==> config.mk <==
export PLATFORM = sky130hd
export DESIGN_NAME = flag_regs
export DESIGN_NICKNAME = d
export VERILOG_FILES = /design/src/flag_pkg.sv /design/src/flag_regs.sv
export SDC_FILE = /design/constraint.sdc
export NUM_CORES = 1
export LEC_CHECK = 0
export BUFFER_PORTS_ARGS = -buffer_cell sky130_fd_sc_hd__buf_2
export CORE_ASPECT_RATIO = 1.25
export CORE_MARGIN = 8
export CORE_UTILIZATION = 40
export CTS_CLUSTER_DIAMETER = 120
export DETAILED_ROUTE_END_ITERATION = 7
export GPL_TIMING_DRIVEN = 0
export PLACE_DENSITY = 0.7
export SYNTH_ARGS = -nofsm -noshare
export SYNTH_HDL_FRONTEND = slang
export SYNTH_SLANG_ARGS = --single-unit
==> constraint.sdc <==
create_clock -name clk -period 2.7 [get_ports clk]
set_input_delay 0.54 -clock clk [delete_from_list [all_inputs] [get_ports clk]]
set_output_delay 0.54 -clock clk [all_outputs]
set_load 0.03 [all_outputs]
==> src/flag_pkg.sv <==
`default_nettype none

package flag_pkg;

   // width of amount, delay, in0 and out0
   localparam int word_w = 32;

   // register select, taken from the low two address bits
   typedef enum logic [1:0] {
      reg_amount  = 2'd0,
      reg_delay   = 2'd1,
      reg_control = 2'd2,
      reg_status  = 2'd3
   } reg_sel_t;

   typedef enum logic [1:0] {
      st_idle,
      st_delay,
      st_count,
      st_done
   } flag_state_t;

   // bit positions in the control register
   localparam int ctrl_run_bit     = 0; // self-clearing
   localparam int ctrl_disable_bit = 1;

endpackage

`default_nettype wire
==> src/flag_regs.sv <==
`default_nettype none

module flag_regs #(
   parameter int DATA_W = 32,
   parameter int ADDR_W = 10
) (
   input wire                          clk,
   input wire                          rst,
   input wire                          valid,
   input wire [DATA_W/8-1:0]           wstrb,
   input wire [ADDR_W-1:0]             addr,
   input wire [DATA_W-1:0]             wdata,
   input wire [DATA_W-1:0]             mem_rdata,
   input wire                          done,
   input wire [flag_pkg::word_w-1:0]   remaining,
   output logic                        ready,
   output logic [DATA_W-1:0]           rdata,
   output logic                        mem_we,
   output logic [flag_pkg::word_w-1:0] amount,
   output logic [flag_pkg::word_w-1:0] delay0,
   output logic                        disabled,
   output logic                        run
);

   import flag_pkg::*;

   logic              is_reg;
   logic              is_write;
   logic              reg_write;
   reg_sel_t          sel;
   logic [DATA_W-1:0] ctrl_word;
   logic [DATA_W-1:0] reg_read;
   logic [DATA_W-1:0] reg_rdata_q;
   logic              rd_reg_q; // the pending read targets the registers

   assign is_reg    = addr[ADDR_W-1];
   assign is_write  = |wstrb;
   assign sel       = reg_sel_t'(addr[1:0]);
   assign mem_we    = valid & is_write & ~is_reg;
   assign reg_write = valid & is_write & is_reg;

   always_comb begin
      ctrl_word                   = '0;
      ctrl_word[ctrl_run_bit]     = run;
      ctrl_word[ctrl_disable_bit] = disabled;
   end

   always_comb begin
      case (sel)
         reg_amount:  reg_read = DATA_W'(amount);
         reg_delay:   reg_read = DATA_W'(delay0);
         reg_control: reg_read = ctrl_word;
         default:     reg_read = DATA_W'({done, remaining[word_w-2:0]}); // done sits in bit 31
      endcase
   end

   always_ff @(posedge clk or posedge rst) begin
      if (rst) begin
         ready    <= 1'b0;
         rd_reg_q <= 1'b0;
         run      <= 1'b0;
         amount   <= '0;
         delay0   <= '0;
         disabled <= 1'b0;
      end else begin
         ready <= valid;
         run   <= 1'b0;
         if (valid) begin
            rd_reg_q <= is_reg;
         end
         if (reg_write) begin
            case (sel)
               reg_amount: amount <= wdata[word_w-1:0];
               reg_delay:  delay0 <= wdata[word_w-1:0];
               reg_control: begin
                  disabled <= wdata[ctrl_disable_bit];
                  // a run written together with the disable bit is dropped
                  run      <= wdata[ctrl_run_bit] & ~wdata[ctrl_disable_bit];
               end
               default: amount <= amount; // status is read only
            endcase
         end
      end
   end

   always_ff @(posedge clk) begin
      if (valid) begin
         reg_rdata_q <= reg_read;
      end
   end

   assign rdata = rd_reg_q ? reg_rdata_q : mem_rdata;

endmodule

`default_nettype wire

==> results.cfg, run 1 <==
[sta]
tightestPinTransition_ns = 0.9179
timing.slew.headroom = 0.3824
hold_viol = 0
fin_crit_sh = 0.9028
maxSlewViolCount = 0
max_clock_freq_mhz = 410.2
rsz0062_at_grt = false
clock_skew_ns = 0.008437
setup_viol = 0
holdWs_ns = 0.3651
period_minus_slack_ns = 2.438

[final_layout]
diodes = 0
fin_area_um2 = 6236
syn2layout_area_growth_pct = 31.71
nets = 650
post-route-util = 0.5394
drive_gt1_frac = 0.6155
final_cells = 679

[worst_setup_path]
worstPathRequired_ns = 2.16
critPathLaunch = rd_reg_q
crit_type = reg -> out
path_buf_inv = 3
cp_max_fo = 10
r2r-start = rd_reg_q
cpLargestDelayFamily = buffers and inverters
crit_cells = 4
worstPathCellList = clkbuf_1 > clkbuf_2 > mux2_2 > buf_2
cp_slowest_cell = mux2_2
end_kind = output pin
crit_arrival_ns = 1.90
reg2reg_setup_slack_ns = 1.40
r2r_end = rd_reg_q
worst_path_largest_cell_delay_ns = 0.38
startpoint_type = flip-flop
ff2ff_path_depth = 4
crit_path_end = rdata[27]

[placed_design]
port_buffers = 203
gp_congestion = 0.7653
hpwlAfterDp_mm = 10.47
place_area_um2 = 5926
place_inst = 663

[floorplan]
core_area_um2 = 11560
pin_count = 214
fp-row-count = 44
dieArea_um2 = 15600
die_w_um = 113.3
die_h_um = 137.6
initial_core_util = 0.4095

[logic_synthesis]
yosysUniqueCellTypes = 20
syn_nets = 436
syn_area_um2 = 4735
synthCells = 322
synth_area_leaders = dfrtp_1, edfxtp_1, mux2_2, mux2_4, mux2i_1
yosysMostFrequentCell = dfrtp_1
synthFlopType = dfrtp_1
synth-edff-count = 32
yosys_warnings = 0
synth.top_cell.area_share = 0.3594
synth-seq-area-share = 0.5624
ys_ff_latch = 100
async_flop_share = 0.6800
syn_area_per_cell_um2 = 14.70
ys_top_cells_by_count = dfrtp_1, mux2_2, edfxtp_1
yosysTopAreaCell = dfrtp_1

[power]
power_density_nw_per_um2 = 791.1
p_int_uw = 3248
pwr-share-seq = 0.418
switching_share = 0.3416
power_switching_uw = 1685
clock_power_share = 0.264
ir_drop_mv = 0.3980
leakagePower_uw = 0.003071
power_uw = 4934
p_comb_frac = 0.319

[status]
status = finished, final reports clean

[clocking]
cts_buffers = 9
htreeDepth = 3
postCtsHoldBufs = 0
cts_buffer_depth = 2
clock_sinks = 100
path_clk_slew_ns = 0.07
clk_latency_ns = 0.34
tritoncts = yes
root_buffer = clkbuf_16

[grt]
use_met2 = 0.3164
gr-max-usage-layer = met2
grt_pass1_vias = 3751
antenna_found_initial = 0
grt_first_pass_wirelength_mm = 20.79
grt.met3_usage = 0.04123
grt_overflow_total = 0
use_met1 = 0.1909
grt_max_degree = 69
grt_use_total = 0.1751

[routing]
dr.pass1.iters = 4
drtIter0Drc = 92
totalWireLength_mm = 13.75
via_per_inst = 5.063
route.detailed.drc = 0
wl_per_cell_um = 20.25
ant_nets = 0
dr_total_vias = 3438

[worst_hold_path]
hold_path_class = in -> async

[flow_run]
drv_cap = 0
-- placed cells by master, fill, tap and decap left out, types with 2 or more instances in the layout --
master,Yosys,routed
buf_12,3,3
buf_2,5,207
buf_6,5,5
clkbuf_1,9,7
clkbuf_16,0,9
clkbuf_2,0,3
clkbuf_8,0,2
clkinv_2,0,2
dfrtp_1,68,68
edfxtp_1,32,32
mux2_2,67,67
mux2_4,30,30
mux2i_1,30,30
mux4_1,2,2
nand2_1,31,31
o21ai_0,31,31
-- sequential cells by signal (all words and copies together) (netlist names) --
register	cells
amount	32
rd_reg_q	1
ready	1
disabled	1
run	1
reg_rdata_q	32
delay0	32
-- timing repair --
action,CTS,global route
buffers inserted,0,0
gates resized for setup,0,7
endpoints found under the setup margin,0,37
-- routing by layer --
metal	vias to the layer above	share of wire	wire length [um]
met5	-	0	0
met4	0	0.025	340
met3	22	0.052	719
met2	107	0.54	7403
met1	1710	0.38	5285
li1	1599	-	-
-- worst min path at each step --
stage                      to  slack, ns
floorplan               ready       0.57
global placement    delay0[0]       0.51
detailed placement  delay0[0]       0.52
CTS                 amount[3]       0.41
global route        amount[6]       0.44
finish              amount[3]       0.37
-- stage by stage --
stage / setup TNS [ns] / setup WS, ns
after global placement: -33.38 / -0.4209
after global routing: 0 / 0.1549
final: 0 / 0.2624
after floorplan: 0 / 0.4485
after detailed placement: -5.833 / -0.2082
after CTS: 0 / 0.006334
-- cells by family after synthesis --
logic type | after synthesis | synth area share
AO/OA/AOI/OAI | 31 | 0.03277
AND/OR/NAND/NOR | 38 | 0.03726
buffers and inverters | 24 | 0.03858
flip-flops | 100 | 0.5624
multiplexers | 129 | 0.3290
-- area by class of cell --
cell class,instances,area (um2)
plain buffers,22,178.9
clock inverters,4,47.55
fillers,1017,5325
clock buffers,12,256.5
inverters,2,10.01
multi-input cells,198,1889
well taps,138,172.7
repair buffers,203,1018
flip-flops and latches,100,2663
-- power by group through the flow --
stage | combinational, uW | sequential (uW) | clock, uW
after detailed placement | 1590 | 2090 | 0
after global routing | 1670 | 2100 | 1390
after floorplan | 630 | 2510 | 0
final | 1570 | 2060 | 1300
after global placement | 1570 | 2070 | 0
after CTS | 1590 | 2060 | 1330
Note: power is estimated with default switching activity, not from simulation.
==> inputs of run 2 (changes only) <==
Settings changed: ABC_AREA set to 1, PLACE_DENSITY 0.7 to 0.69.
==> run 2 against run 1 <==
  * Sequential power fell by 2%
  * Largest power group unchanged
  * Via count rose by 46%
  * Critical endpoint is now rdata[21]
  * Total power shrank 5.8%
  * Flip-flop and latch count unchanged
  * First-iteration DRC count grew to 4.5 times the previous value
  * Synthesized area grew 2.5%
  * Highest routed layer unchanged
  * Clock skew fell by 0.0046 ns
  * Hold slack worse by 0.0077 ns
  * Non-clock buffer count grew 24
  * Global-route usage up 4.6 points
  * Final area up 2.2%
==> results.cfg, run 2 <==
[status]
status = finished, final reports clean

[flow_run]
drv_cap = 0

[grt]
grt_first_pass_wirelength_mm = 27.26
grt_overflow_total = 0
antenna_found_initial = 2
grt_max_degree = 69
grt_pass1_vias = 5072
grt_use_total = 0.2214

[final_layout]
nets = 918
ff_latch_area_um2 = 2663
final_cell_mix = nand2_1, buf_2, dfrtp_1
syn2layout_area_growth_pct = 31.37
multi_input_area_um2 = 1881
drive_gt1_frac = 0.3276
fin_area_um2 = 6376
top_regs = amount: 32 flops, delay0: 32 flops, reg_rdata_q: 32 flops
final_common_cell = nand2_1
fillers = 1199
final_cells = 975

[logic_synthesis]
synth_area_leaders = dfrtp_1, nand2_1, edfxtp_1, nand4_1, nand3_1
ys_ff_latch = 100
yosys_warnings = 0
async_flop_share = 0.6800
yosysUniqueCellTypes = 19
synth-edff-count = 32
synthFlopType = dfrtp_1
yosysTopAreaCell = dfrtp_1
synth-seq-area-share = 0.5486
synthCells = 588
syn_nets = 702
syn_area_per_cell_um2 = 8.254
synth.top_cell.area_share = 0.3506
syn_area_um2 = 4853
yosysMostFrequentCell = nand2_1
ys_top_cells_by_count = nand2_1, dfrtp_1, nand4_1

[worst_setup_path]
crit_arrival_ns = 1.81
cp_max_fo = 10
end_kind = output pin
reg2reg_setup_slack_ns = 1.59
worstPathRequired_ns = 2.16
startpoint_type = flip-flop
crit_type = reg -> out
critPathLaunch = rd_reg_q
r2r-start = rd_reg_q

[clocking]
tritoncts = yes
clock_sinks = 100
cts_setup_buffers = 0
htreeDepth = 3
postCtsHoldBufs = 0
cts_buffer_depth = 2
root_buffer = clkbuf_16
path_clk_slew_ns = 0.06
cts_buffers = 9
clk_latency_ns = 0.34
cts_resized = 0

[sta]
clock_skew_ns = 0.003836
hold_viol = 0
rsz0062_at_grt = false
timing.slew.headroom = 0.3977
fin_crit_sh = 0.8705
period_minus_slack_ns = 2.350
holdWs_ns = 0.3574
max_clock_freq_mhz = 425.5
tightestPinTransition_ns = 0.9034
final.setup.tns_ns = 0
setup_viol = 0
maxSlewViolCount = 0

[routing]
totalWireLength_mm = 17.42
ant_nets = 0
wl_per_cell_um = 17.86
route.detailed.drc = 0
drtIter0Drc = 413
dr_total_vias = 5010
dr.pass1.iters = 5
via_per_inst = 5.138

[floorplan]
dieArea_um2 = 15940
die_w_um = 114.5
initial_core_util = 0.4047
core_area_um2 = 11990
pin_count = 214
fp-row-count = 45
die_h_um = 139.2

[power]
power_uw = 4649
pwr-share-seq = 0.433
leakagePower_uw = 0.003493
ir_drop_mv = 0.2941
p_int_uw = 2931
p_comb_frac = 0.295
switching_share = 0.3695
clock_power_share = 0.272
power_switching_uw = 1718
power_density_nw_per_um2 = 729.2

[placed_design]
place_inst = 957
port_buffers = 205
place_area_um2 = 6087
hpwlAfterDp_mm = 12.99
gp_congestion = 0.8674

[worst_hold_path]
hold_path_class = in -> async
## run 2: logic make-up after synthesis
family,count (synthesis),synth area share
buffers and inverters,50,0.06393
flip-flops,100,0.5486
AND/OR/NAND/NOR,437,0.3864
AO/OA/AOI/OAI,1,0.001030
## run 2: layout make-up
class / count / share of cell area
flip-flops and latches: 100 / 0.4176
inverters: 6 / 0.003925
multi-input cells: 438 / 0.2949
clock buffers: 10 / 0.03591
clock inverters: 6 / 0.008634
well taps: 164 / 0.03218
diodes: 2 / 0.0007849
repair buffers: 205 / 0.1609
plain buffers: 44 / 0.04513
## run 2: per-layer routing
layer  global-route usage  part of all wire  vias up
li1                     -                 -     2371
met5                    0                 0        -
met4              0.09628             0.028        0
met1               0.2675              0.39     2352
met2               0.3649              0.49      255
met3              0.05229             0.086       32
## run 2: path summary, 6_finish.rpt
kind,to,cells past startpoint
hold reg to reg,delay0[18],2
hold / removal,delay0[26],2
max in group asynchronous,delay0[10],2
setup reg to reg,rd_reg_q,3
setup / recovery,rdata[21],5
min in group clk,delay0[7],3
## run 2: critical path, stage by stage (launching register included)
cell and delay [ns]:
dfrtp_1 0.32, clkbuf_1 0.28, clkbuf_1 0.42, nand2_1 0.14
nand2_1 0.10, buf_2 0.19
## run 2: power groups by stage
stage,clock network [uW],logic [uW],registers (uW)
2_1_floorplan,0,494,2390
3_3_place_gp,0,1360,2030
3_5_place_dp,0,1390,2040
4_1_cts,1280,1390,2010
5_1_grt,1350,1480,2040
6_report,1270,1370,2010
## run 2: metrics by stage
step | worst slack (ns) | util
finish | 0.3497 | 0.5317
global route | 0.2252 | 0.5317
CTS | 0.3364 | 0.5312
detailed placement | 0.3753 | 0.5076
global placement | -0.4239 | 0.5074
floorplan | 0.4485 | -
==> inputs of run 3 (changes only) <==
Settings changed: PLACE_DENSITY 0.69 to 0.81.
==> run 3 against run 2 <==
  * Non-clock buffer count unchanged
  * Clock-buffer cell count shrank 1
  * Sequential share of layout area shrank 0.37 points
  * Utilization increased by 0.47 points
  * Critical path type unchanged
  * Largest power group unchanged
==> results.cfg, run 3 (synthesized netlist as in run 2, its figures left out) <==
[status]
status = finished, final reports clean

[routing]
wl_per_cell_um = 17.77
via_per_inst = 5.099
dr_total_vias = 4972
route.detailed.drc = 0
ant_nets = 0
dr.pass1.iters = 7
totalWireLength_mm = 17.33
drtIter0Drc = 434

[clocking]
cts_resized = 0
postCtsHoldBufs = 0
clk_latency_ns = 0.35
root_buffer = clkbuf_16
clock_sinks = 100
cts_setup_buffers = 0
tritoncts = yes
cts_buffer_depth = 2
htreeDepth = 3
path_clk_slew_ns = 0.07
cts_buffers = 9

[sta]
maxSlewViolCount = 0
timing.slew.headroom = 0.4398
clock_skew_ns = 0.004345
fin_crit_sh = 0.8342
holdWs_ns = 0.3613
hold_viol = 0
max_clock_freq_mhz = 444.0
setup_viol = 0
period_minus_slack_ns = 2.252
tightestPinTransition_ns = 0.8403
rsz0062_at_grt = false

[grt]
antenna_found_initial = 3
grt_overflow_total = 0
grt_use_total = 0.2162
grt_max_degree = 69
grt_pass1_vias = 4724
grt_first_pass_wirelength_mm = 26.58

[worst_setup_path]
end_kind = output pin
crit_arrival_ns = 1.71
path_buf_inv = 4
cp_slowest_cell = dfrtp_1
crit_type = reg -> out
worst_path_largest_cell_delay_ns = 0.36
worstPathRequired_ns = 2.16
cpLargestDelayFamily = buffers and inverters
worstPathCellList = clkbuf_1 > inv_1 > buf_2 > nand2_1 > nand2_1 > buf_2
cp_max_fo = 10
startpoint_type = flip-flop

[power]
power_density_nw_per_um2 = 755.8
ir_drop_mv = 0.3710
power_uw = 4861
leakagePower_uw = 0.003517

[floorplan]
dieArea_um2 = 15940
die_w_um = 114.5
initial_core_util = 0.4047
pin_count = 214
fp-row-count = 45
die_h_um = 139.2
core_area_um2 = 11990

[final_layout]
nets = 918
syn2layout_area_growth_pct = 32.53
final_common_cell = nand2_1
drive_gt1_frac = 0.3313
fin_area_um2 = 6432
final_cell_mix = nand2_1, buf_2, dfrtp_1
top_regs = amount: 32 flops, delay0: 32 flops, reg_rdata_q: 32 flops
post-route-util = 0.5364

[placed_design]
hpwlAfterDp_mm = 13.06
gp_congestion = 0.8522
port_buffers = 205
place_area_um2 = 6087

[worst_hold_path]
hold_path_class = in -> async

[flow_run]
drv_cap = 0
run 3: final timing paths:
check / from / end / slack, ns / depth (start not counted)
setup / recovery: rd_reg_q / rdata[17] / 0.45 / 6
hold / removal: rst / amount[26] / 0.36 / 2
setup reg to reg: rd_reg_q / rd_reg_q / 1.70 / 3
hold reg to reg: amount[15] / amount[15] / 0.49 / 2
max in group asynchronous: rst / amount[16] / 1.78 / 2
min in group clk: wdata[29] / delay0[29] / 0.45 / 3
run 3: cell type report:
class	count	area (um2)
Fill cell	1138	5560
Sequential cell	100	2663
Multi-Input combinational cell	438	1881
Timing Repair Buffer	205	1026
Buffer	44	287.8
Clock buffer	9	225.2
Tap cell	164	205.2
Clock inverter	7	115.1
Inverter	6	25.02
Antenna cell	2	5.005
run 3: power by group:
group          switching (uW)  internal [uW]
clock                     571            902
combinational             980            393
sequential                187           1830
total                    1740           3120
run 3: worst register-to-register path, stage by stage, from the launching register on:
cell and delay (ns):
dfrtp_1 0.36, clkbuf_1 0.15, inv_1 0.24, o21ai_0 0.11
run 3: per-layer routing:
layer / wire [um] / vias up / share of wire / track usage
met5: 10 / - / 0.00058 / 0
met3: 1310 / 37 / 0.076 / 0.04575
met4: 527 / 2 / 0.030 / 0.09838
met2: 8864 / 230 / 0.51 / 0.3692
met1: 6615 / 2325 / 0.38 / 0.2515
li1: - / 2378 / - / -
run 3: through the flow:
| step | cells | setup slack [ns] | TNS (ns) |
|---|---|---|---|
| 2_1_floorplan | 588 | 0.4485 | 0 |
| 3_3_place_gp | 957 | -0.3587 | -24.10 |
| 3_5_place_dp | 957 | 0.4256 | 0 |
| 4_1_cts | 973 | 0.4016 | 0 |
| 5_1_grt | 975 | 0.2874 | 0 |
| 6_report | 975 | 0.4477 | 0 |
