--- src/flag_pkg.sv ---
`default_nettype none

package flag_pkg;

   // width of amount, delay, in0 and out0
   localparam int word_w = 32;

   // register select, taken from the low two address bits
   typedef enum logic [1:0] {
      reg_amount  = 2'd0,
      reg_delay   = 2'd1,
      reg_control = 2'd2,
      reg_status  = 2'd3
   } reg_sel_t;

   typedef enum logic [1:0] {
      st_idle,
      st_delay,
      st_count,
      st_done
   } flag_state_t;

   // bit positions in the control register
   localparam int ctrl_run_bit     = 0; // self-clearing
   localparam int ctrl_disable_bit = 1;

endpackage

`default_nettype wire
--- src/timed_flag.sv ---
`default_nettype none

module timed_flag (
   input wire                          clk,
   input wire                          rst,
   input wire                          run,
   input wire [flag_pkg::word_w-1:0]   amount,
   input wire [flag_pkg::word_w-1:0]   delay0,
   input wire                          disabled,
   input wire [flag_pkg::word_w-1:0]   in0,
   input wire [flag_pkg::word_w-1:0]   current_value,
   input wire                          current_valid,
   output logic                        advance,
   output logic [flag_pkg::word_w-1:0] out0,
   output logic                        done,
   output logic [flag_pkg::word_w-1:0] remaining
);

   import flag_pkg::*;

   flag_state_t       state;
   logic [word_w-1:0] delay_cnt;
   logic              match;
   logic              last_match;

   assign match      = current_valid && (in0 == current_value);
   assign advance    = (state == st_count) && (remaining != '0) && match;
   assign last_match = advance && (remaining == word_w'(1));
   assign done       = (remaining == '0);

   // flag follows in0 in the same cycle
   assign out0 = {word_w{(state == st_count) && !disabled && match}};

   always_ff @(posedge clk or posedge rst) begin
      if (rst) begin
         state     <= st_idle;
         delay_cnt <= '0;
         remaining <= '0;
      end else if (run && !disabled) begin
         state     <= st_delay;
         delay_cnt <= delay0;
         remaining <= amount;
      end else begin
         case (state)
            st_delay: begin
               if (delay_cnt != '0) begin
                  delay_cnt <= delay_cnt - 1'b1;
               end
               // a zero delay still spends the cycle the scanner needs anyway
               if (delay_cnt == '0 || delay_cnt == word_w'(1)) begin
                  state <= st_count;
               end
            end
            st_count: begin
               if (advance) begin
                  remaining <= remaining - 1'b1;
               end
               if (remaining == '0 || last_match) begin
                  state <= st_done;
               end
            end
            default: begin
               state <= state; // idle and done wait for the next run
            end
         endcase
      end
   end

endmodule

`default_nettype wire

--- config.mk ---
export PLATFORM = sky130hd
export DESIGN_NAME = timed_flag
export DESIGN_NICKNAME = d
export VERILOG_FILES = /design/src/flag_pkg.sv /design/src/timed_flag.sv
export SDC_FILE = /design/constraint.sdc
export NUM_CORES = 1
export LEC_CHECK = 0
export ABC_CLOCK_PERIOD_IN_PS = 4230
export BUFFER_PORTS_ARGS = -buffer_cell sky130_fd_sc_hd__buf_2
export CAP_MARGIN = 40
export CORE_MARGIN = 5
export CORE_UTILIZATION = 49
export CTS_CLUSTER_DIAMETER = 30
export DETAILED_ROUTE_END_ITERATION = 10
export GPL_TIMING_DRIVEN = 0
export PLACE_DENSITY = 0.82
export SYNTH_ARGS = -nofsm -noshare
export SYNTH_HDL_FRONTEND = slang
export SYNTH_SLANG_ARGS = --single-unit
--- constraint.sdc ---
create_clock -name clk -period 4.23 [get_ports clk]
set_clock_uncertainty 0.2 [all_clocks]
set_input_delay 0.6345 -clock clk [delete_from_list [all_inputs] [get_ports clk]]
set_output_delay 0.6345 -clock clk [all_outputs]
set_load 0.01 [all_outputs]
==> reports/results.tsv, run 1 <==
stage	metric	value	unit
global_routing	overall routing resource usage	0.239	
synth	Seq/Total Area, Yosys	0.351	
synth	Synth cell types	53	
worst_setup_path	worst-path maximum fanout	29	
floorplan	core area	0.00928	mm²
drt	initial DRC count	249	
drt	Detail Route Antenna Nets	0	
drt	WL final	14100	µm
clocking	clk sinks	66	
global_routing	grt total ovfl	0	
floorplan	Top Ports	199	
synth	synthesis-stage register bit count	66	
finish	share of post-route cells with drive strength above 1	0.371	
synth	mapped cell area	0.00470	mm²
finish	# fillers	822	
finish	Final Core Density	0.657	
finish	NumNets Final	890	
synth	top post-synthesis cells by count	66 x dfrtp_1, 59 x nand2_1, 59 x xnor2_1	
synth	leading area contributor after synthesis	dfrtp_1	
pwr	Total Power	1.99	mW
synth	Yosys warnings	0	
synth	synth top area cells	dfrtp_1 35%, xnor2_1 11%, buf_4 5.1%	
synth	area fraction of the dominant cell type after synthesis	0.351	
global_routing	largest net degree at the start of global routing	48	
worst_setup_path	RR Startpoint	remaining[16]	
worst_hold_path	Hold Path Class	in -> async	
worst_setup_path	Arrival @ worst endpoint	2970	ps
synth	synthesized net count	679	
drt	vias	4712	
clocking	Num CTS Buffers	9	
drt	drt drc	0	
clocking	post-cts resize count	0	
synth	top-count cell post-synth	dfrtp_1	
sta	Max Fclk	263	MHz
floorplan	die area	0.0117	mm²
placement	Port-buffer cells	198	
worst_setup_path	CP Class	in -> out	
worst_setup_path	crit path launch type	input pin	
worst_setup_path	reg2reg path depth	9	
finish	Reg area	0.00165	mm²
global_routing	first-pass GRT wire length	22500	µm
clocking	H-tree depth	3	
worst_setup_path	flop2flop setup slack	1260	ps
placement	placed wire-length estimate	11000	µm
clocking	hold_buf cts	0	
finish	Multi-input gate area	0.00266	mm²
sta	Tightest Pin Transition	605	ps
global_routing	initial antenna violation count	0	
pwr	pwr/cell area	327	mW/mm²
clocking	Clock Latency Late Sink	350	ps
worst_setup_path	Worst Path Required	3400	ps
floorplan	Die Y	108	µm
worst_setup_path	Worst Setup EP	out0[29]	
clocking	Post-CTS Setup Bufs	0	
drt	drt pass-1 iters	5	
worst_setup_path	critical path startpoint	current_value[3]	
synth	Main synth FF type	dfrtp_1	
synth	Synth async-reset ratio	1.00	
synth	Cells after Synth	538	
synth	mean area per synthesized cell	8.74	µm²
clocking	Max clock buf depth	2	
worst_setup_path	crit path capture type	primary output	
floorplan	Initial Utilization	0.507	
global_routing	vias in the first global route	4677	
pwr	Leak	2.69	nW
sta	final max-slew violation count	0	
floorplan	row cnt	35	
finish	area grow syn2layout	29.6	%
finish	ANT cells	0	
sta	Final setup viols	0	
sta	RSZ-0062 raised after global routing	false	
drt	wire length per cell	16.0	µm
sta	hold_ws	30.3	ps
sta	Slew headroom	0.597	
clocking	CTS tree	built	
clocking	Reg clk slew, reported paths	80	ps
clocking	clk root buf	clkbuf_8	
placement	Routability Congestion	0.871	
worst_setup_path	reg2reg end	remaining[8]	
sta	Final Cycle Share	0.899	
sta	setup tns final	0	ps
drt	vias per cell	5.34	
sta	minimum clock period after layout	3800	ps
flow_run	max cap viols	0	
pwr	worst IR drop on VDD	0.000204	V
synth	Post-synth EDFFs	0	
floorplan	Die Wd	108	µm
status	status	finished clean	
sta	Hold Fails Final Rpt	0	
==> per-layer routing <==
layer  track usage  part of all wire
met1         0.295              0.41
met2         0.422              0.51
met3        0.0651             0.074
met4        0.0478            0.0096
met5             0                 0
==> worst min path at each step <==
stage	slack [ps]	start	cells after the start	to
final	30	rst	2	delay_cnt[26]
after CTS	30	rst	2	delay_cnt[26]
after floorplan	310	state[1]	2	state[1]
after global placement	330	state[1]	2	state[1]
after detailed placement	350	remaining[30]	2	remaining[30]
after global routing	40	rst	2	delay_cnt[25]
==> worst max-delay path, stage by stage <==
cell and delay, ps:
buf_2 110, nor2b_1 120, a221o_1 290, nor4_1 290, nand4_1 330, clkbuf_1 360, nor2_2 340, buf_8 230
buf_4 130, buf_2 120
==> sequential cells by signal, indices dropped and copies added (netlist names) <==
register and cells:
state 2, delay_cnt 32, remaining 32
==> where the power goes <==
group | internal (mW) | total (mW) | switching, mW
clock | 0.262 | 0.519 | 0.256
combinational | 0.281 | 0.600 | 0.319
sequential | 0.743 | 0.875 | 0.132
total | 1.29 | 1.99 | 0.707
==> placed cells by master (no fill, tap or decap), drive strengths merged, types with 16 or more instances in the layout <==
cell    synthesis  final
buf            37    237
dfrtp          66     66
nand2          60     60
xnor2          59     59
o21ai          50     50
nor2           40     40
clkbuf         15     28
nor3           21     21
or4            21     21
or3            17     17
nor4           16     16
==> logic make-up after synthesis <==
logic type,synth area share
buf+inv,0.0843
xor+xnor,0.132
flops,0.351
mux,0.00239
fa+ha+maj,0.0213
compound gates,0.115
simple gates,0.294
==> through the flow <==
| step | instance area, µm² | setup WS (ps) | instances |
|---|---|---|---|
| floorplan | 4700 | 236 | 538 |
| global placement | 5860 | -487 | 865 |
| detailed placement | 5900 | 437 | 867 |
| CTS | 6100 | 415 | 883 |
| global route | 6100 | 176 | 883 |
| finish | 6100 | 428 | 883 |
==> cell type report <==
| class | count | area share |
|---|---|---|
| inverters | 14 | 0.00903 |
| clock buffers | 13 | 0.0277 |
| plain buffers | 52 | 0.0564 |
| clock inverters | 3 | 0.00369 |
| well taps | 129 | 0.0265 |
| repair buffers | 200 | 0.170 |
| flip-flops and latches | 66 | 0.271 |
| multi-input cells | 406 | 0.436 |
Note: power is estimated with default switching activity, not from simulation.
==> run 2, diff against run 1 <==
--- a/config.mk
+++ b/config.mk
@@ -5,6 +5,7 @@
 export SDC_FILE = /design/constraint.sdc
 export NUM_CORES = 1
 export LEC_CHECK = 0
+export ABC_AREA = 1
 export ABC_CLOCK_PERIOD_IN_PS = 4230
 export BUFFER_PORTS_ARGS = -buffer_cell sky130_fd_sc_hd__buf_2
 export CAP_MARGIN = 40
@@ -13,7 +14,7 @@
 export CTS_CLUSTER_DIAMETER = 30
 export DETAILED_ROUTE_END_ITERATION = 10
 export GPL_TIMING_DRIVEN = 0
-export PLACE_DENSITY = 0.82
+export PLACE_DENSITY = 0.78
 export SYNTH_ARGS = -nofsm -noshare
 export SYNTH_HDL_FRONTEND = slang
 export SYNTH_SLANG_ARGS = --single-unit
==> reports/results.tsv, run 2 <==
stage	metric	value	unit
worst_setup_path	worst-path maximum fanout	17	
synth	Synth async-reset ratio	1.00	
sta	minimum clock period after layout	3230	ps
worst_setup_path	Worst Path Required	3400	ps
drt	wire length per cell	14.4	µm
synth	synthesized net count	1145	
synth	Seq/Total Area, Yosys	0.270	
synth	Post-synth EDFFs	0	
floorplan	Initial Utilization	0.506	
pwr	pwr/cell area	448	mW/mm²
synth	leading area contributor after synthesis	dfrtp_1	
finish	share of post-route cells with drive strength above 1	0.248	
synth	Main synth FF type	dfrtp_1	
pwr	worst IR drop on VDD	0.000321	V
drt	vias	7064	
drt	Detail Route Antenna Nets	0	
worst_setup_path	crit path launch type	input pin	
synth	top post-synthesis cells by count	309 x nand2_1, 165 x nor2_1, 115 x inv_1	
global_routing	vias in the first global route	6494	
synth	area fraction of the dominant cell type after synthesis	0.270	
synth	synthesis-stage register bit count	66	
sta	Slew headroom	0.527	
sta	Final setup viols	0	
synth	Yosys warnings	0	
placement	Routability Congestion	0.952	
worst_setup_path	RR Startpoint	delay_cnt[0]	
worst_setup_path	CP Class	in -> out	
synth	mean area per synthesized cell	6.10	µm²
floorplan	row cnt	40	
clocking	Post-CTS Setup Bufs	0	
clocking	clk root buf	clkbuf_16	
clocking	Num CTS Buffers	9	
synth	mapped cell area	0.00613	mm²
placement	Placement Cell Area	0.00738	mm²
floorplan	core area	0.0121	mm²
flow_run	max cap viols	0	
drt	drt drc	0	
pwr	Leak	4.29	nW
clocking	Max clock buf depth	2	
sta	Hold Fails Final Rpt	0	
placement	Placed Cells	1373	
placement	placed wire-length estimate	15300	µm
clocking	clk sinks	66	
sta	Tightest Pin Transition	709	ps
global_routing	first-pass GRT wire length	31400	µm
worst_setup_path	crit path capture type	primary output	
clocking	hold_buf cts	0	
global_routing	grt total ovfl	0	
clocking	CTS tree	built	
finish	NumNets Final	1357	
synth	top-count cell post-synth	nand2_1	
clocking	Clock Latency Late Sink	350	ps
worst_hold_path	Hold Path Class	in -> async	
floorplan	die area	0.0148	mm²
global_routing	largest net degree at the start of global routing	46	
status	status	finished clean	
drt	vias per cell	5.08	
sta	RSZ-0062 raised after global routing	false	
finish	most frequent cells in the layout	309 x nand2_1, 198 x buf_2, 165 x nor2_1	
synth	synth top area cells	dfrtp_1 27%, nand2_1 19%, nor2_1 10%	
placement	Setup WS pre-CTS	983	ps
clocking	H-tree depth	3	
finish	commonest non-fill, non-tap cell in the layout	nand2_1	
worst_setup_path	Arrival @ worst endpoint	2400	ps
pwr	Total Power	3.45	mW
sta	final max-slew violation count	0	
floorplan	Top Ports	199	
sta	Max Fclk	309	MHz
sta	Final Cycle Share	0.764	
finish	Top Registers	delay_cnt x32, remaining x32, state x2	
clocking	Reg clk slew, reported paths	50	ps
global_routing	overall routing resource usage	0.265	
worst_setup_path	critical path startpoint	in0[21]	
synth	Synth cell types	45	
clocking	post-cts resize count	0	
drt	drt pass-1 iters	5	
drt	WL final	20000	µm
drt	initial DRC count	594	
floorplan	Die Wd	122	µm
synth	Cells after Synth	1004	
floorplan	Die Y	122	µm
finish	Layout Cells excl Fill	1390	
finish	area grow syn2layout	25.7	%
global_routing	initial antenna violation count	1	
finish	Final Core Density	0.636	
placement	Port-buffer cells	198	
sta	setup ws final	999	ps
finish	Final Cell Area	0.00770	mm²
## run 2: final timing paths
| path | to | slack, ps | cells after the start |
|---|---|---|---|
| worst max-delay path | out0[2] | 1000 | 15 |
| max in group asynchronous | delay_cnt[3] | 3230 | 3 |
| worst min-delay path | remaining[15] | 50 | 2 |
| min in group clk | delay_cnt[31] | 300 | 2 |
| worst max register to register | delay_cnt[28] | 1880 | 11 |
| worst min register to register | delay_cnt[31] | 300 | 2 |
## run 2: layout make-up
type / instances / area [µm²]
flip-flops and latches: 66 / 1650
diodes: 1 / 2.50
repair buffers: 201 / 1030
inverters: 118 / 450
clock buffers: 11 / 243
multi-input cells: 760 / 3590
plain buffers: 60 / 444
clock inverters: 5 / 77.6
fillers: 1192 / 4410
well taps: 168 / 210
## run 2: power by group
part,internal (mW),switching [mW]
Combinational,0.585,0.931
Sequential,0.845,0.268
Clock,0.530,0.295
Total,1.96,1.49
## run 2: metrics by stage
stage | setup TNS (ps) | hold WS [ps]
floorplan | 0 | 263
global placement | -25910 | 290
detailed placement | 0 | 293
CTS | 0 | 57.3
global route | 0 | 77.2
finish | 0 | 50.2
## run 2: cell families after synthesis
group,after synthesis,share of synthesized area
AND/OR/NAND/NOR,630,0.441
buffers and inverters,178,0.146
AO/OA/AOI/OAI,98,0.0929
flip-flops,66,0.270
XOR/XNOR,24,0.0343
adder cells (fa/ha/maj),8,0.0163
## run 2: per-layer routing
metal | up-vias | share of wire | global-route usage
li1 | 3576 | - | -
met5 | - | 0 | 0
met4 | 0 | 0.020 | 0.0742
met3 | 37 | 0.077 | 0.0534
met1 | 3192 | 0.42 | 0.334
met2 | 259 | 0.49 | 0.460
## run 2: critical path, cell delays in order
cell     delay (ps)
buf_2            90
inv_1            30
nand2_1         110
o21ai_0         100
nor2_1          110
nand2_1          60
nor2_1          150
nand2_1          70
nor2_1          130
nand2_1         100
nor3_2          110
buf_4           220
buf_4           230
buf_4           120
buf_2           120
==> run 3, diff against run 2 <==
--- a/config.mk
+++ b/config.mk
@@ -6,11 +6,11 @@
 export NUM_CORES = 1
 export LEC_CHECK = 0
 export ABC_AREA = 1
-export ABC_CLOCK_PERIOD_IN_PS = 4230
+export ABC_CLOCK_PERIOD_IN_PS = 2800
 export BUFFER_PORTS_ARGS = -buffer_cell sky130_fd_sc_hd__buf_2
 export CAP_MARGIN = 40
 export CORE_MARGIN = 5
-export CORE_UTILIZATION = 49
+export CORE_UTILIZATION = 47
 export CTS_CLUSTER_DIAMETER = 30
 export DETAILED_ROUTE_END_ITERATION = 10
 export GPL_TIMING_DRIVEN = 0
==> constraint.sdc (replaced) <==
create_clock -name clk -period 2.8 [get_ports clk]
set_clock_uncertainty 0.2 [all_clocks]
set_input_delay 0.42 -clock clk [delete_from_list [all_inputs] [get_ports clk]]
set_output_delay 0.42 -clock clk [all_outputs]
set_load 0.01 [all_outputs]
==> reports/results.tsv, run 3 (synthesized netlist as in run 2, its figures left out) <==
stage	metric	value	unit
placement	placed wire-length estimate	15500	µm
sta	hold_ws	122	ps
pwr	Leak	4.32	nW
finish	Layout Cells excl Fill	1396	
worst_setup_path	CP Class	in -> out	
floorplan	core area	0.0127	mm²
worst_setup_path	RR Startpoint	delay_cnt[0]	
placement	Setup WS pre-CTS	93.5	ps
worst_hold_path	Hold Path Class	in -> reg	
floorplan	row cnt	41	
clocking	Clock Latency Late Sink	340	ps
floorplan	Die Y	124	µm
sta	minimum clock period after layout	2670	ps
worst_setup_path	crit path launch type	input pin	
finish	ANT cells	0	
global_routing	first-pass GRT wire length	31100	µm
global_routing	vias in the first global route	6524	
clocking	H-tree depth	3	
worst_hold_path	hold-critical path endpoint	delay_cnt[24]	
finish	Top Registers	delay_cnt x32, remaining x32, state x2	
worst_setup_path	Worst Path Required	2180	ps
global_routing	overall routing resource usage	0.258	
placement	Port-buffer cells	198	
finish	most frequent cells in the layout	308 x nand2_1, 198 x buf_2, 163 x nor2_1	
sta	Slew headroom	0.484	
sta	Hold Fails Final Rpt	0	
sta	Max Fclk	374	MHz
drt	drt drc	0	
drt	vias per cell	5.13	
clocking	Max clock buf depth	2	
placement	Placement Cell Area	0.00739	mm²
floorplan	Die Wd	124	µm
global_routing	largest net degree at the start of global routing	49	
sta	final max-slew violation count	0	
global_routing	initial antenna violation count	0	
sta	Final Cycle Share	0.955	
floorplan	die area	0.0154	mm²
worst_hold_path	Min-Delay Startpoint	delay0[24]	
drt	initial DRC count	649	
worst_setup_path	Arrival @ worst endpoint	2050	ps
sta	RSZ-0062 raised after global routing	false	
pwr	worst IR drop on VDD	0.000431	V
worst_setup_path	worst-path maximum fanout	15	
finish	area grow syn2layout	27.2	%
worst_setup_path	reg2reg end	delay_cnt[28]	
finish	commonest non-fill, non-tap cell in the layout	nand2_1	
flow_run	max cap viols	0	
clocking	CTS tree	built	
clocking	Reg clk slew, reported paths	60	ps
worst_setup_path	reg2reg path depth	11	
worst_setup_path	critical path startpoint	in0[21]	
finish	Final Cell Area	0.00779	mm²
sta	setup tns final	0	ps
status	status	finished clean	
clocking	Num CTS Buffers	9	
sta	Final setup viols	0	
sta	setup ws final	126	ps
global_routing	grt total ovfl	0	
finish	share of post-route cells with drive strength above 1	0.254	
drt	WL final	20200	µm
worst_setup_path	flop2flop setup slack	510	ps
placement	Placed Cells	1376	
pwr	pwr/cell area	673	mW/mm²
drt	vias	7161	
placement	Routability Congestion	0.943	
drt	Detail Route Antenna Nets	0	
sta	Tightest Pin Transition	774	ps
clocking	clk sinks	66	
drt	drt pass-1 iters	5	
floorplan	Initial Utilization	0.482	
floorplan	Top Ports	199	
worst_setup_path	crit path capture type	primary output	
clocking	clk root buf	clkbuf_16	
worst_hold_path	hold depth	3	
drt	wire length per cell	14.5	µm
finish	NumNets Final	1360	
-- run 3: final cells by class --
class                      count  area, µm²
tap                          172        215
sequential                    66       1650
fill                        1266       4930
clock inverter                 7        103
inverter                     118        450
timing repair buffer         204       1090
multi-input combinational    760       3610
buffer                        60        444
clock buffer                   9        225
-- run 3: critical path: stages --
cell       delay (ps)
buf_2              90
inv_1              30
nand2_1            90
o21ai_0           110
nor2_1            110
nand2_1            70
nor2_2            120
nand2_1            80
nor2_2            120
nand2_2            90
nor3_4            170
buf_4             170
clkbuf_16         170
buf_4             100
buf_2             120
-- run 3: worst max-delay path by stage --
stage / to / slack [ps] / cells past startpoint
4_1_cts: out0[6] / 80 / 14
5_1_grt: out0[2] / 1 / 15
3_5_place_dp: out0[6] / 90 / 14
3_3_place_gp: delay_cnt[7] / -470 / 2
6_report: out0[6] / 130 / 15
2_1_floorplan: out0[10] / 230 / 6
-- run 3: per-layer routing --
metal,GRT usage,wire length (µm),share of wire,vias to the layer above
li1,-,-,-,3581
met4,0.0938,588,0.029,0
met2,0.435,9460,0.47,294
met5,0,0,0,-
met3,0.0454,1690,0.084,46
met1,0.332,8450,0.42,3240
-- run 3: what timing repair did --
action	in CTS	in global routing
setup buffers	0	2
hold endpoints to repair	18	0
hold buffers	1	0
endpoints found under the setup margin	0	30
gates resized for setup	0	6
-- run 3: per-stage QoR --
| step | utilization | total power [mW] |
|---|---|---|
| 5_1_grt | 0.613 | 5.64 |
| 6_report | 0.613 | 5.24 |
| 3_5_place_dp | 0.581 | 3.95 |
| 2_1_floorplan | - | 3.25 |
| 4_1_cts | 0.607 | 5.23 |
| 3_3_place_gp | 0.577 | 3.87 |
-- run 3: power by group --
part,switching [mW],internal (mW)
Combinational,1.41,0.884
Sequential,0.408,1.28
Clock,0.478,0.788
