<file path="src/memory_scanner.sv">
`default_nettype none

module memory_scanner #(
   parameter int DATA_W     = 32,
   parameter int MEM_ADDR_W = 8
) (
   input wire                    clk,
   input wire                    rst,
   input wire                    restart,
   input wire                    advance,
   input wire [DATA_W-1:0]       scan_data,
   output logic [MEM_ADDR_W-1:0] scan_addr,
   output logic                  scan_enable,
   output logic [DATA_W-1:0]     current_value,
   output logic                  current_valid
);

   logic [MEM_ADDR_W-1:0] addr_q;
   logic [MEM_ADDR_W-1:0] next_addr;
   logic                  pending; // a read was issued at the last edge

   // the new address goes straight to the memory so only one cycle is lost
   always_comb begin
      if (restart) begin
         next_addr = '0;
      end else if (advance) begin
         next_addr = addr_q + 1'b1;
      end else begin
         next_addr = addr_q;
      end
   end

   assign scan_addr   = next_addr;
   assign scan_enable = restart | advance; // read only when the entry changes

   always_ff @(posedge clk or posedge rst) begin
      if (rst) begin
         addr_q        <= '0;
         pending       <= 1'b0;
         current_valid <= 1'b0;
      end else begin
         addr_q  <= next_addr;
         pending <= scan_enable;
         if (scan_enable) begin
            current_valid <= 1'b0; // old entry is stale while the read is in flight
         end else if (pending) begin
            current_valid <= 1'b1;
         end
      end
   end

   always_ff @(posedge clk) begin
      if (pending) begin
         current_value <= scan_data; // held until the next advance
      end
   end

endmodule

`default_nettype wire

</file>
<file path="config.mk">
export PLATFORM = sky130hd
export DESIGN_NAME = memory_scanner
export DESIGN_NICKNAME = d
export VERILOG_FILES = /design/src/memory_scanner.sv
export SDC_FILE = /design/constraint.sdc
export NUM_CORES = 1
export LEC_CHECK = 0
export ABC_AREA = 1
export BUFFER_PORTS_ARGS = -buffer_cell sky130_fd_sc_hd__clkbuf_2
export CAP_MARGIN = 20
export CELL_PAD_IN_SITES_DETAIL_PLACEMENT = 1
export CELL_PAD_IN_SITES_GLOBAL_PLACEMENT = 1
export CORE_MARGIN = 2
export CORE_UTILIZATION = 30
export CTS_CLUSTER_SIZE = 28
export DETAILED_ROUTE_END_ITERATION = 8
export PLACE_DENSITY_LB_ADDON = 0.1
export RECOVER_POWER = 25
export SYNTH_ARGS = -nofsm -noshare
export SYNTH_HDL_FRONTEND = slang
export SYNTH_SLANG_ARGS = --single-unit
</file>
<file path="constraint.sdc">
create_clock -name clk -period 1.3 [get_ports clk]
set_input_delay 0.065 -clock clk [delete_from_list [all_inputs] [get_ports clk]]
set_output_delay 0.065 -clock clk [all_outputs]
set_load 0.02 [all_outputs]
</file>
==> results of run 1 <==
-- power groups by stage --
| stage | logic (mW) | registers (mW) | clock network (mW) |
|---|---|---|---|
| 4_1_cts | 0.384 | 1.56 | 1.03 |
| 6_report | 0.385 | 1.56 | 1.00 |
| 2_1_floorplan | 0.0367 | 1.69 | 0 |
| 5_1_grt | 0.414 | 1.57 | 1.09 |
| 3_3_place_gp | 0.288 | 1.59 | 0 |
| 3_5_place_dp | 0.294 | 1.59 | 0 |
-- metal layers --
metal / vias to the layer above / share of wire (%)
met4: 0 / 1.3
met2: 44 / 56
li1: 552 / -
met5: - / 0
met3: 5 / 6.3
met1: 553 / 36
-- area by class of cell --
cell class | count | area (um2)
tap | 54 | 67.56
timing repair buffer | 117 | 843.3
sequential | 42 | 1212
multi-input combinational | 38 | 231.5
clock buffer | 5 | 68.82
fill | 492 | 2167
inverter | 8 | 30.03
clock inverter | 3 | 40.04
-- worst reg2reg max path: stages, from the launching register on --
cell     delay (ns)
dfrtp_1        0.38
buf_6          0.12
nand2_2        0.07
nor2_4         0.18
nand4_1        0.10
nand2_1        0.08
nor2_2         0.05
buf_4          0.12
buf_4          0.12
-- path summary, 6_finish.rpt --
check	start	endpoint	slack [ns]
setup / recovery	addr_q[0]	scan_addr[7]	-0.25
hold / removal	advance	addr_q[0]	0.10
setup reg to reg	addr_q[0]	addr_q[7]	-0.02
hold reg to reg	current_valid	current_valid	0.51
max in group asynchronous	rst	pending	0.72
min in group asynchronous	rst	current_valid	0.28
-- state kept, by name, indices dropped and copies added, names as in the netlist --
signal	count
current_valid	1
addr_q	8
current_value	32
pending	1
-- kinds of logic after synthesis --
| kind of cell | share of synthesized area, % |
|---|---|
| flip-flops | 85.14 |
| AND/OR/NAND/NOR | 9.763 |
| buffers and inverters | 2.111 |
| AO/OA/AOI/OAI | 2.111 |
| adder cells (fa/ha/maj) | 0.8794 |
-- layout by cell type, fill, tap and decap left out, types with 4 or more instances in the layout --
cell type	synthesis	routed
nor2_1	11	6
nand2_1	10	9
edfxtp_1	32	32
nor2_2	1	5
clkbuf_2	0	68
clkbuf_8	0	9
buf_4	0	7
inv_1	8	8
dfrtp_1	10	9
dlygate4sd3_1	0	34
a21oi_1	4	4
-- timing repair --
action                                 4_1_cts  5_1_grt
gates resized for setup                     18        9
hold buffers                                34        0
endpoints found under the hold margin       44        0
setup buffers                                2        1
pin swaps                                    6        3
setup endpoints to repair                    8        9
==> load_flow_metrics.sql, run 1 <==
INSERT INTO impl_metrics (metric_group, metric, value, unit) VALUES
('job', 'max_cap_violations', '0', ''),
('critical_path', 'worst_ep_arrival_time', '1.48', 'ns'),
('floorplan', 'die_height', '72.86', 'um'),
('critical_path', 'path_depth', '8', ''),
('final_layout', 'finalNonFillerCells', '267', ''),
('critical_path', 'crit_path_max_fanout', '5', ''),
('global_route', 'antenna_violations_before_repair', '0', ''),
('sta', 'timing.clock.skew', '0.005319', 'ns'),
('logic_synthesis', 'synth_warnings', '0', ''),
('critical_path', 'cp_top_family', 'simple AND/OR/NAND/NOR gates', ''),
('place', 'placement.io_buffers', '77', ''),
('sta', 'fmax', '646.8', 'MHz'),
('logic_synthesis', 'ys.flop_type', 'edfxtp_1', ''),
('logic_synthesis', 'yosysUniqueCellTypes', '14', ''),
('final_layout', 'final_core_util', '53.50', '%'),
('status', 'run_status', 'finished, violations left', ''),
('logic_synthesis', 'seq_area_frac_synth', '85.14', '%'),
('floorplan', 'start_util', '30.52', '%'),
('routing', 'drt-initial-drc-count', '30', ''),
('final_layout', 'nNetsFinal', '249', ''),
('logic_synthesis', 'synth_enable_flop_cells', '32', ''),
('place', 'dpl.cell_count', '222', ''),
('sta', 'layout_setup_ws', '-0.2461', 'ns'),
('critical_path', 'criticalPathCategory', 'flip-flop to output port', ''),
('sta', 'hold_viol', '0', ''),
('critical_path', 'worst_ep_required_time', '1.24', 'ns'),
('critical_path', 'worst_setup_path_start_kind', 'flip-flop', ''),
('logic_synthesis', 'synth-seq-cells', '42', ''),
('power', 'seqPwrFrac', '52.9', '%'),
('cts', 'clkLatencyLatePin', '0.29', 'ns'),
('sta', 'final-setup-viol-count', '9', ''),
('final_layout', 'area_growth_syn_to_layout', '75.29', '%'),
('global_route', 'grt_start_max_net_pins', '16', ''),
('place', 'placed_cell_area', '1937', 'um2'),
('final_layout', 'layout-drive-gt1-share', '49.30', '%'),
('global_route', 'track_usage', '14.44', '%'),
('cts', 'clkTransAtPathRegs', '0.08', 'ns'),
('sta', 'layout_min_cycle_time', '1.546', 'ns'),
('cts', 'h-tree-depth', '2', ''),
('sta', 'timing.setup.tns', '-1.309', 'ns'),
('critical_path', 'timing.critical_path.slowest_stage_cell', 'dfrtp_1', ''),
('critical_path', 'cp-end-kind', 'output port', ''),
('global_route', 'globalRouteOverflowTotal', '0', ''),
('logic_synthesis', 'synth.largest_area_cell', 'edfxtp_1', ''),
('power', 'clock_power_share', '34.0', '%'),
('critical_path', 'cp.buffers_inverters', '3', ''),
('routing', 'route.detailed.vias_per_inst', '4.322', ''),
('routing', 'detail_route.wl_per_cell', '13.65', 'um'),
('logic_synthesis', 'synthesized_nets', '125', ''),
('routing', 'drcViolationCount', '0', ''),
('critical_path', 'r2r.worst_path.cells', '8', ''),
('final_layout', 'n_antenna_cell', '0', ''),
('logic_synthesis', 'syn-instance-count', '88', ''),
('sta', 'layout_worst_path_cycle_share', '118.9', '%'),
('power', 'power.internal', '2.280', 'mW'),
('sta', 'tightest_slew', '0.3947', 'ns'),
('global_route', 'grt_use_met1', '14.63', '%'),
('status', 'failed_checks', 'negative setup slack', ''),
('cts', 'clock_sink_count', '42', ''),
('hold_path', 'worst_min_path_class', 'primary input to flip-flop', ''),
('floorplan', 'core', '4661', 'um2'),
('critical_path', 'timing.critical_path.slowest_cell_delay', '0.38', 'ns'),
('global_route', 'grt_pass1_vias', '1209', ''),
('cts', 'tritoncts.num_buffers', '5', ''),
('global_route', 'met2_usage', '27.27', '%'),
('power', 'pwr_density_cell', '1182', 'nW/um2'),
('global_route', 'gr-usage-met3', '4.558', '%'),
('floorplan', 'die_area', '5309', 'um2'),
('hold_path', 'hold-path-cell-count', '2', ''),
('floorplan', 'die-width', '72.86', 'um'),
('global_route', 'grt_busiest_layer', 'met2', '');
Note: power is estimated with default switching activity, not from simulation.
==> run 2, diff against run 1 <==
--- a/config.mk
+++ b/config.mk
@@ -12,5 +12,6 @@
 export CELL_PAD_IN_SITES_GLOBAL_PLACEMENT = 1
 export CORE_MARGIN = 2
-export CORE_UTILIZATION = 30
+export CORE_UTILIZATION = 31
+export CTS_BUF_LIST = sky130_fd_sc_hd__clkbuf_8
 export CTS_CLUSTER_SIZE = 28
 export DETAILED_ROUTE_END_ITERATION = 8
==> constraint.sdc (replaced) <==
create_clock -name clk -period 1.3 [get_ports clk]
set_input_delay 0.065 -clock clk [delete_from_list [all_inputs] [get_ports clk]]
set_output_delay 0.065 -clock clk [all_outputs]
set_load 0.01 [all_outputs]
==> run 2 against run 1 <==
Against the previous run: core utilization increased by 3.0 points; die area decreased by 3.1%; largest cell class unchanged; global-route usage increased by 1.1 points; fmax increased by 3.3%; clock power decreased by 21%; clock skew decreased by 0.0014 ns; critical path type is now flip-flop to flip-flop; the run still ends with negative setup slack left; first-iteration DRC count increased to 3.0 times the previous value.
==> load_flow_metrics.sql, run 2 (synthesis gave the netlist of run 1 again) <==
INSERT INTO impl_metrics (metric_group, metric, value, unit) VALUES
('power', 'pwr_density_cell', '1084', 'nW/um2'),
('critical_path', 'timing.critical_path.slowest_cell_delay', '0.41', 'ns'),
('power', 'p_leak', '1.148', 'nW'),
('global_route', 'globalRouteOverflowTotal', '0', ''),
('power', 'ir_worst_vdd', '0.0005218', 'V'),
('critical_path', 'worst_ep_arrival_time', '1.68', 'ns'),
('final_layout', 'n_antenna_cell', '0', ''),
('routing', 'detail_route.wl_per_cell', '14.53', 'um'),
('hold_path', 'worst_min_path_class', 'primary input to flip-flop', ''),
('cts', 'clock_path_buffers', '2', ''),
('routing', 'route.detailed.vias_per_inst', '4.424', ''),
('critical_path', 'most_used_cell_along_the_critical_path', 'buf_4', ''),
('sta', 'timing.clock.skew', '0.003916', 'ns'),
('place', 'dp_hpwl', '2.439', 'mm'),
('floorplan', 'fp-row-count', '24', ''),
('final_layout', 'most-common-layout-cells', '71 x clkbuf_2, 34 x dlygate4sd3_1, 32 x edfxtp_1, 12 x buf_4', ''),
('routing', 'drtAntennaViolNets', '0', ''),
('status', 'run_status', 'finished, violations left', ''),
('job', 'max_cap_violations', '0', ''),
('sta', 'layout_setup_ws', '-0.1969', 'ns'),
('floorplan', 'core', '4384', 'um2'),
('floorplan', 'die-width', '71.74', 'um'),
('final_layout', 'mostFrequentLayoutCell', 'clkbuf_2', ''),
('cts', 'tritoncts.num_buffers', '5', ''),
('final_layout', 'area_growth_syn_to_layout', '74.14', '%'),
('final_layout', 'layout-drive-gt1-share', '52.97', '%'),
('sta', 'max-slew-margin-rel', '73.69', '%'),
('final_layout', 'largest-register', 'current_value', ''),
('critical_path', 'crit_path_max_fanout', '4', ''),
('cts', 'clockRootBuffer', 'clkbuf_8', ''),
('critical_path', 'cp_top_family', 'buffers and inverters', ''),
('status', 'failed_checks', 'negative setup slack', ''),
('sta', 'rsz0062_at_grt', 'true', ''),
('routing', 'drcViolationCount', '0', ''),
('final_layout', 'layout_top_registers', 'current_value (32), addr_q (8)', ''),
('final_layout', 'final_area', '2477', 'um2'),
('cts', 'clkTransAtPathRegs', '0.07', 'ns'),
('critical_path', 'worst_ep_required_time', '1.48', 'ns'),
('routing', 'detailedRoute.firstPassIterationCount', '4', ''),
('critical_path', 'cp.buffers_inverters', '5', ''),
('critical_path', 'criticalPathCategory', 'flip-flop to flip-flop', ''),
('sta', 'tightest_slew', '0.3943', 'ns'),
('place', 'placed_cell_area', '1894', 'um2'),
('place', 'gp_congestion', '0.7435', ''),
('sta', 'timing_max_transition_violations_final', '0', ''),
('sta', 'layout_min_cycle_time', '1.497', 'ns'),
('critical_path', 'cp-end-kind', 'flip-flop', ''),
('sta', 'layout_worst_path_cycle_share', '115.1', '%'),
('final_layout', 'largest_register_ff_count', '32', ''),
('floorplan', 'start_util', '32.45', '%'),
('cts', 'cts_tree', 'done', ''),
('place', 'placement.io_buffers', '77', ''),
('sta', 'final-setup-viol-count', '8', ''),
('cts', 'h-tree-depth', '2', ''),
('critical_path', 'timing.critical_path.slowest_stage_cell', 'dfrtp_2', ''),
('routing', 'drt-initial-drc-count', '90', ''),
('global_route', 'track_usage', '15.54', '%'),
('floorplan', 'num_io_pins', '78', ''),
('critical_path', 'worst_setup_path_start_kind', 'flip-flop', ''),
('critical_path', 'crit_chain', 'nand2_2 -> buf_4 -> nor3_2 -> nor3_2 -> buf_4 -> buf_4 -> buf_4 -> buf_4', ''),
('floorplan', 'die_area', '5147', 'um2'),
('cts', 'clock_sink_count', '42', ''),
('global_route', 'grt_start_max_net_pins', '34', ''),
('sta', 'fmax', '668.1', 'MHz'),
('global_route', 'antenna_violations_before_repair', '0', ''),
('cts', 'clkLatencyLatePin', '0.29', 'ns'),
('global_route', 'grt_pass1_vias', '1265', ''),
('routing', 'detail_route.wirelength', '3.937', 'mm'),
('final_layout', 'nNetsFinal', '256', ''),
('floorplan', 'die_height', '71.74', 'um'),
('routing', 'num_vias', '1199', ''),
('final_layout', 'final_core_util', '56.51', '%'),
('sta', 'hold_viol', '0', ''),
('global_route', 'grt_first_pass_wirelength', '6.030', 'mm');
-- run 2: changes by cell type in the layout (fill, tap and decap cells not counted), sizes merged --
cell and delta:
bufinv -1, buf +8, clkbuf -1
-- run 2: what timing repair did --
item                       in CTS  in global routing
cloned                          0                  0
hold buffers                   34                  0
setup endpoints to repair       7                 10
buffers inserted                9                  4
pin swaps                      10                 10
hold endpoints to repair       43                  0
resized for setup              16                  9
-- run 2: power breakdown --
| group | switching, mW | leakage [nW] | internal, mW |
|---|---|---|---|
| registers | 0.0295 | 0.457 | 1.53 |
| clock network | 0.432 | 0.0438 | 0.361 |
| logic | 0.153 | 0.647 | 0.179 |
| total | 0.614 | 1.15 | 2.07 |
-- run 2: tightest hold or removal path: cells and delay by family --
family          cells  cell delay [ns]
buf+inv             1             0.15
simple gates        1             0.06
compound gates      1             0.16
-- run 2: routing by layer --
layer  track usage [%]  routed length (um)  vias up
li1                  -                   -      568
met3             4.641                 283        9
met2             28.19                2117       51
met4             6.080                  95        0
met1             16.94                1440      571
met5                 0                   0        -
-- run 2: layout make-up --
cell class,count,area (um2)
Multi-Input combinational cell,38,255.2
Clock inverter,2,10.01
Sequential cell,42,1214
Fill cell,471,1907
Timing Repair Buffer,124,834.6
Clock buffer,5,68.82
Inverter,8,30.03
Tap cell,52,65.06
-- run 2: final timing paths --
path | from | end | slack, ns | cells past startpoint
setup / recovery | addr_q[0] | addr_q[3] | -0.20 | 8
hold / removal | advance | addr_q[2] | 0.20 | 3
setup reg to reg | addr_q[0] | addr_q[3] | -0.20 | 8
hold reg to reg | current_valid | current_valid | 0.52 | 2
max in group asynchronous | rst | pending | 0.71 | 3
min in group asynchronous | rst | addr_q[7] | 0.29 | 3
-- run 2: metrics by stage --
stage	setup slack [ns]	instances	setup TNS, ns	power, mW	hold slack [ns]
after floorplan	0.04917	88	0	1.667	-0.09489
after global placement	0.06102	218	0	1.806	0.04834
after detailed placement	-0.007433	218	-0.007433	1.818	0.04834
after CTS	-0.2372	268	-1.404	2.706	0.09265
after global routing	-0.2895	271	-1.974	2.808	0.2167
final	-0.1969	271	-1.102	2.686	0.1952
==> run 3, diff against run 2 <==
- BUFFER_PORTS_ARGS: -buffer_cell sky130_fd_sc_hd__clkbuf_2 -> -buffer_cell sky130_fd_sc_hd__buf_2
- RECOVER_POWER: 25 -> 50
==> run 3 against run 2 <==
Against the previous run: critical path type is now flip-flop to output port; critical path depth unchanged; register-to-register slack improved by 0.26 ns; largest power group unchanged; clock power decreased by 3%; fmax decreased by 0.96%; non-clock buffer count decreased by 3; hold slack got worse by 0.077 ns; the flow still finishes with violations (negative setup slack).
==> load_flow_metrics.sql, run 3 (synthesis gave the netlist of run 1 again) <==
INSERT INTO impl_metrics (metric_group, metric, value, unit) VALUES
('status', 'run_status', 'finished, violations left', ''),
('status', 'failed_checks', 'negative setup slack', ''),
('final_layout', 'largest-register', 'current_value', ''),
('global_route', 'grt_first_pass_wirelength', '5.982', 'mm'),
('sta', 'timing_max_transition_violations_final', '0', ''),
('routing', 'detail_route.wirelength', '4.045', 'mm'),
('routing', 'detailedRoute.firstPassIterationCount', '4', ''),
('hold_path', 'worst_min_path_class', 'primary input to flip-flop', ''),
('sta', 'hold_viol', '0', ''),
('final_layout', 'most-common-layout-cells', '66 x buf_2, 34 x dlygate4sd3_1, 32 x edfxtp_1, 11 x clkbuf_1', ''),
('cts', 'clock_path_buffers', '2', ''),
('critical_path', 'r2r.worst_path.cells', '7', ''),
('sta', 'tightest_slew', '0.4466', 'ns'),
('routing', 'route.detailed.vias_per_inst', '4.346', ''),
('critical_path', 'reg2reg_setup_slack', '0.06', 'ns'),
('routing', 'drtAntennaViolNets', '0', ''),
('cts', 'h-tree-depth', '2', ''),
('routing', 'drcViolationCount', '0', ''),
('floorplan', 'die-width', '71.74', 'um'),
('final_layout', 'layout-drive-gt1-share', '44.70', '%'),
('sta', 'max-slew-margin-rel', '70.23', '%'),
('cts', 'cts_tree', 'done', ''),
('critical_path', 'timing.critical_path.slowest_stage_cell', 'dfrtp_1', ''),
('final_layout', 'area_growth_syn_to_layout', '69.92', '%'),
('critical_path', 'worst_ep_arrival_time', '1.45', 'ns'),
('critical_path', 'timing.critical_path.slowest_cell_delay', '0.38', 'ns'),
('global_route', 'track_usage', '16.10', '%'),
('place', 'placed_cell_area', '1894', 'um2'),
('final_layout', 'final.fill_count', '477', ''),
('sta', 'timing.clock.skew', '0.001535', 'ns'),
('floorplan', 'fp-row-count', '24', ''),
('power', 'ir_worst_vdd', '0.0005496', 'V'),
('sta', 'layout_min_cycle_time', '1.511', 'ns'),
('critical_path', 'timing.critical_path.to', 'scan_addr[7]', ''),
('critical_path', 'r2r_start', 'addr_q[1]', ''),
('cts', 'tritoncts.num_buffers', '5', ''),
('final_layout', 'mostFrequentLayoutCell', 'buf_2', ''),
('floorplan', 'core', '4384', 'um2'),
('critical_path', 'cp-end-kind', 'output port', ''),
('critical_path', 'worst_setup_path_start_kind', 'flip-flop', ''),
('global_route', 'grt_start_max_net_pins', '34', ''),
('final_layout', 'final_area', '2417', 'um2'),
('sta', 'rsz0062_at_grt', 'true', ''),
('routing', 'detail_route.wl_per_cell', '15.04', 'um'),
('place', 'gp_congestion', '0.7421', ''),
('power', 'pwr_density_cell', '1100', 'nW/um2'),
('global_route', 'globalRouteOverflowTotal', '0', ''),
('hold_path', 'hold-path-cell-count', '2', ''),
('critical_path', 'critical_path.reg2reg.endpoint', 'addr_q[6]', ''),
('sta', 'final-setup-viol-count', '8', ''),
('critical_path', 'criticalPathCategory', 'flip-flop to output port', ''),
('power', 'p_leak', '1.100', 'nW'),
('final_layout', 'largest_register_ff_count', '32', ''),
('critical_path', 'crit_path_max_fanout', '5', ''),
('final_layout', 'final_core_util', '55.14', '%'),
('routing', 'drt-initial-drc-count', '49', ''),
('critical_path', 'timing.critical_path.from', 'addr_q[0]', ''),
('floorplan', 'num_io_pins', '78', ''),
('critical_path', 'worst_ep_required_time', '1.24', 'ns'),
('floorplan', 'start_util', '32.45', '%'),
('cts', 'clockRootBuffer', 'clkbuf_8', ''),
('floorplan', 'die_height', '71.74', 'um'),
('routing', 'num_vias', '1169', ''),
('final_layout', 'layout_top_registers', 'current_value (32), addr_q (8)', ''),
('cts', 'clkTransAtPathRegs', '0.07', 'ns'),
('global_route', 'antenna_violations_before_repair', '0', ''),
('global_route', 'grt_pass1_vias', '1220', ''),
('place', 'dp_worst_setup_slack', '0.02842', 'ns'),
('sta', 'fmax', '661.6', 'MHz'),
('sta', 'layout_worst_path_cycle_share', '116.3', '%'),
('cts', 'clock_sink_count', '42', ''),
('sta', 'layout_setup_ws', '-0.2114', 'ns'),
('job', 'max_cap_violations', '0', ''),
('place', 'dp_hpwl', '2.316', 'mm'),
('place', 'placement.io_buffers', '77', ''),
('final_layout', 'n_antenna_cell', '0', ''),
('cts', 'clkLatencyLatePin', '0.28', 'ns'),
('floorplan', 'die_area', '5147', 'um2'),
('sta', 'timing.setup.tns', '-1.284', 'ns'),
('power', 'power', '2.658', 'mW'),
('final_layout', 'nNetsFinal', '253', ''),
('critical_path', 'crit_chain', 'buf_6 -> nand2_4 -> nor2_4 -> nand3_2 -> nand2_1 -> inv_1 -> nor2_2 -> buf_2', '');
==> run 3: cell count changes in the layout (fill, tap and decap cells not counted), sizes merged <==
cell | previous run | this run
buf | 18 | 75
clkbuf | 77 | 17
inv | 8 | 9
==> run 3: worst max-delay path: cells and delay by family (launching register included) <==
family                 cells  cell delay (ns)
buffers and inverters      3             0.30
DFF                        1             0.38
and+or+nand+nor            5             0.47
==> run 3: timing repair <==
| action | CTS | global route |
|---|---|---|
| hold buffers | 34 | 0 |
| gates resized for setup | 9 | 7 |
| setup buffers | 5 | 4 |
| endpoints found under the hold margin | 44 | 0 |
| pin swaps | 7 | 7 |
| setup endpoints to repair | 7 | 9 |
==> run 3: layout make-up <==
cell class / count / area, um2 / area share (%)
clock buffer: 5 / 68.82 / 2.847
sequential: 42 / 1212 / 50.16
inverter: 8 / 30.03 / 1.242
clock inverter: 3 / 12.51 / 0.5176
timing repair buffer: 121 / 790.8 / 32.71
multi-input combinational: 38 / 237.7 / 9.834
tap: 52 / 65.06 / 2.692
==> run 3: power breakdown <==
part	internal [mW]	total [mW]	leakage (nW)	switching, mW
clock	0.361	0.772	0.0468	0.411
combinational	0.174	0.330	0.595	0.156
sequential	1.53	1.56	0.458	0.0239
total	2.07	2.66	1.10	0.591
==> run 3: per-stage QoR <==
| step | instances | hold WS, ns |
|---|---|---|
| 3_3_place_gp | 218 | 0.06569 |
| 3_5_place_dp | 218 | 0.07771 |
| 5_1_grt | 269 | 0.1446 |
| 4_1_cts | 265 | 0.08288 |
| 2_1_floorplan | 88 | -0.09489 |
| 6_report | 269 | 0.1181 |
==> run 3: how the worst min path moves through the flow <==
stage,start,end,slack [ns]
2_1_floorplan,rst,addr_q[0],-0.09
5_1_grt,advance,addr_q[0],0.14
3_3_place_gp,rst,current_valid,0.07
3_5_place_dp,rst,current_valid,0.08
4_1_cts,advance,addr_q[0],0.08
6_report,advance,addr_q[0],0.12
==> run 3: routing by layer <==
metal  track usage (%)  vias to the layer above  wire length (um)
met1             16.73                      553              1471
met2             30.56                       51              2263
met3             5.485                        2               289
met5                 0                        -                 0
met4             4.403                        0                20
li1                  -                      563                 -
